[src/hw/prf_pkg.sv]
// ~~~~~~~~~~~~~~~~~~~~~~~~~~~~~~~~~~~~~~~~~~~~~~~~~~~~~~~~~~~~~~~~~~~~~
// Integer physical register file definitions for the busy table:
// register index and mask widths, set and clear requests, issue slot
// sources and the per-slot operand status
// ~~~~~~~~~~~~~~~~~~~~~~~~~~~~~~~~~~~~~~~~~~~~~~~~~~~~~~~~~~~~~~~~~~~~~

`default_nettype none

package prf_pkg;

  // 64 integer physical registers
  localparam int prf_index_w = 6;
  localparam int prf_size    = 1 << prf_index_w;

  typedef logic [prf_index_w-1:0] prf_index_t;

  // One bit per physical register
  typedef logic [prf_size-1:0] prf_mask_t;

  // Dispatch destination or write-back destination
  typedef struct packed {
    logic       valid;
    prf_index_t index;
  } busy_req_t;

  // Source operands of one issue queue slot
  typedef struct packed {
    prf_index_t rs1_index;
    prf_index_t rs2_index;
    logic       rs1_used;
    logic       rs2_used;
  } uop_srcs_t;

  // Answer returned to one issue queue slot
  typedef struct packed {
    logic rs1_busy;
    logic rs2_busy;
    logic ready;
  } src_status_t;

endpackage

`default_nettype wire

[src/hw/busy_update_decode.sv]
// ~~~~~~~~~~~~~~~~~~~~~~~~~~~~~~~~~~~~~~~~~~~~~~~~~~~~~~~~~~~~~~~~~~~~~
// busy_update_decode: folds the per-way set and clear requests into
// one-hot masks over all physical registers
// ~~~~~~~~~~~~~~~~~~~~~~~~~~~~~~~~~~~~~~~~~~~~~~~~~~~~~~~~~~~~~~~~~~~~~

`timescale 1ns/1ps
`default_nettype none

module busy_update_decode #(
  parameter int WAYS = 2
) (
  // Dispatch destinations
  input  prf_pkg::busy_req_t [WAYS-1:0] set_req,
  // Write-back destinations
  input  prf_pkg::busy_req_t [WAYS-1:0] clr_req,
  output prf_pkg::prf_mask_t            set_mask,
  output prf_pkg::prf_mask_t            clr_mask
);

  // One-hot decode of a single request, all zero when not valid
  function automatic prf_pkg::prf_mask_t req_onehot(input prf_pkg::busy_req_t req);
    prf_pkg::prf_mask_t mask;
    mask = '0;
    if (req.valid) begin
      mask[req.index] = 1'b1;
    end
    return mask;
  endfunction

  prf_pkg::prf_mask_t set_any;
  prf_pkg::prf_mask_t clr_any;

  // OR together the decodes of every way
  always_comb begin
    set_any = '0;
    clr_any = '0;
    for (int w = 0; w < WAYS; w++) begin
      set_any = set_any | req_onehot(set_req[w]);
      clr_any = clr_any | req_onehot(clr_req[w]);
    end
  end

  // x0 is hardwired to zero and never waits on a producer,
  // so its set bit is dropped here and nowhere else
  always_comb begin
    set_mask    = set_any;
    set_mask[0] = 1'b0;
  end

  // Clearing x0 is harmless, the bit is always zero anyway
  assign clr_mask = clr_any;

endmodule

`default_nettype wire

[src/hw/busy_scoreboard.sv]
// ~~~~~~~~~~~~~~~~~~~~~~~~~~~~~~~~~~~~~~~~~~~~~~~~~~~~~~~~~~~~~~~~~~~~~
// busy_scoreboard: replicated busy bit banks, one per read way, with
// mask update, flush and same-cycle write-back bypass on lookups
// ~~~~~~~~~~~~~~~~~~~~~~~~~~~~~~~~~~~~~~~~~~~~~~~~~~~~~~~~~~~~~~~~~~~~~

`timescale 1ns/1ps
`default_nettype none

module busy_scoreboard #(
  parameter int WAYS = 2
) (
  input  logic                           clk,
  input  logic                           rst,
  input  logic                           flush,
  // Decoded update masks
  input  prf_pkg::prf_mask_t             set_mask,
  input  prf_pkg::prf_mask_t             clr_mask,
  // Raw write-back requests for the bypass compare
  input  prf_pkg::busy_req_t [WAYS-1:0]  clr_req,
  // Lookups from the issue queue slots
  input  prf_pkg::prf_index_t [WAYS-1:0] rs1_index,
  input  prf_pkg::prf_index_t [WAYS-1:0] rs2_index,
  output logic [WAYS-1:0]                rs1_busy,
  output logic [WAYS-1:0]                rs2_busy
);

  // One bank per read way keeps the read fan-out of each bank at two
  prf_pkg::prf_mask_t bank [WAYS];

  // Every bank sees the same next value
  prf_pkg::prf_mask_t bank_next [WAYS];

  // True when a valid write-back this cycle targets the given register
  function automatic logic clr_hit(
    input prf_pkg::prf_index_t            index,
    input prf_pkg::busy_req_t [WAYS-1:0]  reqs
  );
    logic hit;
    hit = 1'b0;
    for (int j = 0; j < WAYS; j++) begin
      if (reqs[j].valid && (reqs[j].index == index)) begin
        hit = 1'b1;
      end
    end
    return hit;
  endfunction

  // Clear is applied after set, so a same-cycle set and clear leaves it free
  always_comb begin
    for (int b = 0; b < WAYS; b++) begin
      bank_next[b] = (bank[b] | set_mask) & ~clr_mask;
    end
  end

  // State register; flush discards any set in the same cycle
  always_ff @(posedge clk) begin
    if (rst || flush) begin
      for (int b = 0; b < WAYS; b++) begin
        bank[b] <= '0;
      end
    end else begin
      for (int b = 0; b < WAYS; b++) begin
        bank[b] <= bank_next[b];
      end
    end
  end

  // Lookups, each way reads its own bank
  always_comb begin
    for (int i = 0; i < WAYS; i++) begin
      rs1_busy[i] = bank[i][rs1_index[i]];
      rs2_busy[i] = bank[i][rs2_index[i]];
      // A write-back this cycle wins over the stored bit
      if (clr_hit(rs1_index[i], clr_req)) begin
        rs1_busy[i] = 1'b0;
      end
      if (clr_hit(rs2_index[i], clr_req)) begin
        rs2_busy[i] = 1'b0;
      end
    end
  end

endmodule

`default_nettype wire

[src/hw/operand_ready.sv]
// ~~~~~~~~~~~~~~~~~~~~~~~~~~~~~~~~~~~~~~~~~~~~~~~~~~~~~~~~~~~~~~~~~~~~~
// operand_ready: per-slot source busy status and readiness for the
// issue queue
// ~~~~~~~~~~~~~~~~~~~~~~~~~~~~~~~~~~~~~~~~~~~~~~~~~~~~~~~~~~~~~~~~~~~~~

`timescale 1ns/1ps
`default_nettype none

module operand_ready #(
  parameter int WAYS = 2
) (
  input  prf_pkg::uop_srcs_t   [WAYS-1:0] srcs,
  input  logic                 [WAYS-1:0] rs1_busy,
  input  logic                 [WAYS-1:0] rs2_busy,
  output prf_pkg::src_status_t [WAYS-1:0] status
);

  // A source only blocks its slot when the instruction reads it
  logic [WAYS-1:0] rs1_blocks;
  logic [WAYS-1:0] rs2_blocks;

  for (genvar w = 0; w < WAYS; w++) begin : g_slot

    assign rs1_blocks[w] = srcs[w].rs1_used & rs1_busy[w];
    assign rs2_blocks[w] = srcs[w].rs2_used & rs2_busy[w];

    // Raw busy bits go back unmasked, the slot may track them itself
    assign status[w].rs1_busy = rs1_busy[w];
    assign status[w].rs2_busy = rs2_busy[w];

    // Ready once no used source is still waiting on a write-back
    assign status[w].ready = ~(rs1_blocks[w] | rs2_blocks[w]);

  end

endmodule

`default_nettype wire

[src/hw/busy_table_top.sv]
// ~~~~~~~~~~~~~~~~~~~~~~~~~~~~~~~~~~~~~~~~~~~~~~~~~~~~~~~~~~~~~~~~~~~~~
// busy_table_top: integer PRF busy table, request decode, banked
// scoreboard and operand readiness
// ~~~~~~~~~~~~~~~~~~~~~~~~~~~~~~~~~~~~~~~~~~~~~~~~~~~~~~~~~~~~~~~~~~~~~

`timescale 1ns/1ps
`default_nettype none

module busy_table_top #(
  parameter int WAYS = 2
) (
  input  logic                            clk,
  input  logic                            rst,
  input  logic                            flush,
  input  prf_pkg::busy_req_t   [WAYS-1:0] set_req,
  input  prf_pkg::busy_req_t   [WAYS-1:0] clr_req,
  input  prf_pkg::uop_srcs_t   [WAYS-1:0] srcs,
  output prf_pkg::src_status_t [WAYS-1:0] status
);

  prf_pkg::prf_mask_t             set_mask;
  prf_pkg::prf_mask_t             clr_mask;
  prf_pkg::prf_index_t [WAYS-1:0] rs1_index;
  prf_pkg::prf_index_t [WAYS-1:0] rs2_index;
  logic                [WAYS-1:0] rs1_busy;
  logic                [WAYS-1:0] rs2_busy;

  // Source indices for the scoreboard lookups
  for (genvar w = 0; w < WAYS; w++) begin : g_idx
    assign rs1_index[w] = srcs[w].rs1_index;
    assign rs2_index[w] = srcs[w].rs2_index;
  end

  busy_update_decode #(.WAYS(WAYS)) u_decode (
    .set_req  (set_req),
    .clr_req  (clr_req),
    .set_mask (set_mask),
    .clr_mask (clr_mask)
  );

  busy_scoreboard #(.WAYS(WAYS)) u_scoreboard (
    .clk       (clk),
    .rst       (rst),
    .flush     (flush),
    .set_mask  (set_mask),
    .clr_mask  (clr_mask),
    .clr_req   (clr_req),
    .rs1_index (rs1_index),
    .rs2_index (rs2_index),
    .rs1_busy  (rs1_busy),
    .rs2_busy  (rs2_busy)
  );

  operand_ready #(.WAYS(WAYS)) u_ready (
    .srcs     (srcs),
    .rs1_busy (rs1_busy),
    .rs2_busy (rs2_busy),
    .status   (status)
  );

endmodule

`default_nettype wire

[config.mk]
export PLATFORM = sky130hd
export DESIGN_NAME = busy_table_top
export DESIGN_NICKNAME = d
export VERILOG_FILES = /design/src/hw/prf_pkg.sv /design/src/hw/busy_update_decode.sv /design/src/hw/busy_scoreboard.sv /design/src/hw/operand_ready.sv /design/src/hw/busy_table_top.sv
export SDC_FILE = /design/constraint.sdc
export NUM_CORES = 1
export LEC_CHECK = 0
export BUFFER_PORTS_ARGS = -buffer_cell sky130_fd_sc_hd__buf_2
export CAP_MARGIN = 20
export CORE_MARGIN = 2
export CORE_UTILIZATION = 45
export CTS_CLUSTER_SIZE = 20
export DETAILED_ROUTE_END_ITERATION = 16
export PLACE_DENSITY_LB_ADDON = 0.25
export SLEW_MARGIN = 20
export SYNTH_ARGS = -nofsm -noshare
export SYNTH_HDL_FRONTEND = slang
export SYNTH_SLANG_ARGS = --single-unit
[constraint.sdc]
create_clock -name clk -period 3 [get_ports clk]
set_input_delay 0.6 -clock clk [delete_from_list [all_inputs] [get_ports clk]]
set_output_delay 0.6 -clock clk [all_outputs]
set_load 0.02 [all_outputs]
# Word-level counts from Yosys, hierarchy flattened
# Memory sizes are Yosys's and may differ from the RTL's.
# Cells that the tools add are included.
# W data, S select, Z words.
dict set report word_totals {
  register_bits 0
  mem_bits_rw 128
  out_inout_bits 6
  word_cells 88
  n_memories 1
}
dict set report op_classes {
  order_cmp 12
  n_eq_ne 8
  muxes 37
  bitwise 17
  n_reduce_logical 13
}
# memory words word_bits rd rd_clocked_by_memory_dff wr line
set memory_table {}
lappend memory_table {u_scoreboard.bank 2 64 2 0 2 busy_scoreboard.sv:28} ;# prf_pkg::prf_mask_t bank [WAYS];
# operator n
set op_table {}
lappend op_table {{$mux W64} 6}
lappend op_table {{$or A64 B64 Y64} 4}
lappend op_table {{$and A64 B64 Y64} 2}
lappend op_table {{$not A64 Y64} 1}
lappend op_table {{$lt A6 B7 Y1 const B} 8}
lappend op_table {{$eq A6 B6 Y1} 8}
lappend op_table {{$bmux W1 S6} 4}
lappend op_table {{$demux W1 S6} 4}
lappend op_table {{$ge A6 B1 Y1 const B} 4}
lappend op_table {{$mux W1} 23}
lappend op_table {{$logic_and A1 B1 Y1} 12}
lappend op_table {{$and A1 B1 Y1} 4}
lappend op_table {{$or A1 B1 Y1} 4}
lappend op_table {{$not A1 Y1} 2}
lappend op_table {{$logic_or A1 B1 Y1} 1}

# Longest topological paths before layout
dict set report logic_depth {
  ltp_word 9
  depth_mapped 9
  ltp_nobuf 6
}

# Modules after synthesis
# A second synthesis with hierarchy kept.
dict set report hier_totals {
  hier_cells 933
  area_unflattened_um2 8538.2
}
# module instances cells_each area_each_um2 seq_area_each_um2
set modules_own_cells {}
lappend modules_own_cells {busy_scoreboard 1 661 6662.6 2562.5}
lappend modules_own_cells {busy_update_decode 1 266 1820.5 0.0}
lappend modules_own_cells {operand_ready 1 6 55.1 0.0}

# Worst setup path after synthesis
# OpenSTA, ideal clock, no wires.
dict set report synth_timing {
  kind {input to output}
  start {in srcs[17] (netlist name)}
  end {out status[3] (netlist name)}
  t_arrival_ps 2598
  required_time_ps 2400
  path_slack_ps -198
  cell_stages 7
  path_buffers 1
  path_cell_list {buf_2 > mux4_2 > mux2i_1 > a21oi_1 > or4b_1 > and4b_1 > a22oi_1}
}
# item line
set synth_lines {}
lappend synth_lines {{from (decl)} busy_table_top.sv:17} ;# input prf_pkg::uop_srcs_t [WAYS-1:0] srcs,
lappend synth_lines {{to (decl)} busy_table_top.sv:18} ;# output prf_pkg::src_status_t [WAYS-1:0] status

==> out/results.ini <==
[critical_path]
worstPathMaxFanout=3
setup.worst_path.end_class=output pin
worst_setup_path_start_kind=flop
r2r-end=u_scoreboard.bank[0][29]$_SDFF_PP0_
regToRegSetupSlack_ns=2.24
critical_path_class=flop to output pin
cp_data_required_time_ns=2.40
rr_startpoint=u_scoreboard.bank[0][29]$_SDFF_PP0_
crit_arrival_ns=2.54
ff2ff_path_depth=2

[min_path]
hold_start=u_scoreboard.bank[0][67]$_SDFF_PP0_
worstHoldEndpoint=u_scoreboard.bank[0][67]$_SDFF_PP0_
worst_hold_path.num_cells=1
hp-class=flop to flop

[timing]
final-max-slew-violation-count=0
max_freq_mhz=318
rsz0062_at_grt=true
timing.final.ws_setup_ns=-0.141
fin_skew_ns=0
finalSetupTns_ns=-0.286
finalHoldViolations=0
setup_viol=3
holdWs_ns=0.484
fin_crit_ns=3.14
worst_pin_slew_ns=1.07
period_share_pct=105
max_slew_margin_pct=28.5

[die]
fp.dieH_um=139
pin_count=65
start_util_pct=45.7
die_area_um2=19300
die_w_um=139
rows=49
core-area_um2=17900

[clocking]
ctsHoldBuffers=0
cts.sinks=128
path_clk_slew_ns=0.06
clk_path_buf_depth=2
clk_latency_ns=0.43
h-tree-depth=4
cts_tree=built
cts-root-buf=clkbuf_16
cts_buffers=17

[global_route]
grt_max_degree=47
grt_pass1_vias=7447
antenna_found_initial=0
grt_pass1_wl_um=45900
gr-usage-all-layers_pct=31.9
grt.overflow.total=0

[logic_synthesis]
synth_top_flop_cell=dfxtp_1
yosysWarningCount=0
syn_inst=846
ys_seq_elements=128
yosysUniqueCellTypes=51
syn_nets=905
synth_edf_count=0
synth_area_per_cell_um2=9.67
syn_area_um2=8180
synthArstFlopShare_pct=0
ys_seq_area_share_pct=31.3

[placed_design]
placed_cell_area_um2=8940
dp_hpwl_um=24100
io_buffers=64
post-place-ws_ns=-0.135
dp_cells=1113
routabilityCongestion=1.10

[route]
drtAntennaViolNets=0
drtPass1Iterations=6
drt-total-wl_um=31400
route.detailed.drc=0
drt_iter0_drc=1224
wl_per_cell_um=27.3
vias=7974
vias_per_cell=6.93

[final_layout]
regArea_um2=2570
fin_util_pct=53.9
nFillCells=1623
num_antenna_cells=0
final_area_um2=9660
area_growth_pct=18.1
largest_registers=u_scoreboard.bank x128
drive_gt1_share_pct=24.8
largest_reg_flops=128
multi_input_area_um2=5270
instances_no_fill=1150
layout.nets=967
regMostFlops=u_scoreboard.bank

[run]
maxCapViolCount=0

[power]
power_density_nw_per_um2=483
peakVddDrop_uv=418
fin_total_pwr_mw=4.66
p_leak_nw=3.51

[run_status]
violations=negative setup slack
status=finished, violations left

[per-layer routing]
layer | part of all wire (%) | GRT usage [%] | wire, um
met5 | 0 | 0 | 0
met4 | 5.5 | 17.4 | 1740
met3 | 12 | 9.05 | 3910
met2 | 42 | 46.6 | 13300
met1 | 40 | 42.8 | 12500
[logic make-up after synthesis]
kind of cell | share of synthesized area [%]
compound gates | 26.5
xor+xnor | 5.14
buf+inv | 4.28
flops | 31.3
mux | 19.2
simple gates | 13.5
[cell usage in the layout, fill, tap and decap left out, types with 11 or more instances in the layout]
| cell type | Yosys | routed |
|---|---|---|
| nand2b_1 | 11 | 11 |
| mux2i_1 | 34 | 34 |
| clkbuf_16 | 0 | 17 |
| nand2_1 | 25 | 25 |
| a221oi_1 | 54 | 54 |
| nor2b_1 | 11 | 11 |
| buf_2 | 16 | 58 |
| nor2_1 | 42 | 42 |
| buf_4 | 1 | 56 |
| mux4_2 | 46 | 48 |
| a21oi_1 | 21 | 21 |
| dfxtp_1 | 128 | 122 |
| nand3_1 | 25 | 25 |
| nand4_1 | 14 | 14 |
| o22ai_1 | 69 | 68 |
| o21a_1 | 118 | 118 |
| xnor2_1 | 48 | 48 |
[synth_stat cells (5+ instances only)]
| library cell | number | area, um2 |
|---|---|---|
| o211ai_1 | 5 | 37.5 |
| or3_1 | 9 | 56.3 |
| a221oi_1 | 54 | 473 |
| and3b_1 | 6 | 52.6 |
| nor3_1 | 5 | 25.0 |
| nand3b_1 | 10 | 75.1 |
| buf_1 | 12 | 45.0 |
| o21a_1 | 118 | 886 |
| and2_1 | 10 | 62.6 |
| dfxtp_1 | 128 | 2560 |
| buf_2 | 16 | 80.1 |
| nor2b_1 | 11 | 68.8 |
| mux4_2 | 46 | 1040 |
| nand4_1 | 14 | 87.6 |
| o22ai_1 | 69 | 432 |
| nand2b_1 | 11 | 68.8 |
| mux2_2 | 8 | 90.1 |
| nand2_1 | 25 | 93.8 |
| clkbuf_1 | 51 | 191 |
| mux2i_1 | 34 | 340 |
| a21oi_1 | 21 | 105 |
| nor2_1 | 42 | 158 |
| and3_1 | 7 | 43.8 |
| a211oi_1 | 5 | 37.5 |
| nor3b_1 | 6 | 45.0 |
| xnor2_1 | 48 | 420 |
| nand3_1 | 25 | 125 |
[repair_timing]
| action | 4_1_cts | 5_1_grt |
|---|---|---|
| endpoints found under the setup margin | 4 | 3 |
| gates resized for setup | 17 | 3 |
| pin swaps | 4 | 1 |
| buffers inserted | 5 | 0 |
[layout make-up]
type	count	share of cell area (%)
Sequential cell	128	26.6
Multi-Input combinational cell	633	54.6
Timing Repair Buffer	124	9.02
Clock inverter	13	2.18
Inverter	4	0.155
Tap cell	229	2.97
Clock buffer	19	4.48
[worst max-delay path, cell delays in order (launching register included)]
cell     delay, ns
dfxtp_1       0.34
mux4_2        0.47
mux2i_1       0.19
a21oi_1       0.08
or4b_1        0.46
and4b_2       0.26
a22oi_2       0.14
buf_4         0.17
[where the power goes]
| group | internal, mW | switching [mW] |
|---|---|---|
| sequential | 1.71 | 0.0107 |
| combinational | 0.272 | 0.398 |
| clock | 1.48 | 0.796 |
| total | 3.46 | 1.20 |
[worst max-delay path by stage]
stage / cells after the start / to / from / slack (ns)
6_report: 7 / status[3] / u_scoreboard.bank[0][84]$_SDFF_PP0_ / -0.14
5_1_grt: 7 / status[3] / u_scoreboard.bank[0][92]$_SDFF_PP0_ / -0.16
4_1_cts: 7 / status[3] / u_scoreboard.bank[0][92]$_SDFF_PP0_ / -0.13
3_5_place_dp: 9 / status[0] / srcs[8] / -0.13
3_3_place_gp: 9 / status[0] / srcs[8] / -0.13
2_1_floorplan: 7 / status[3] / srcs[16] / -0.01
(Power assumes the default switching activity.)
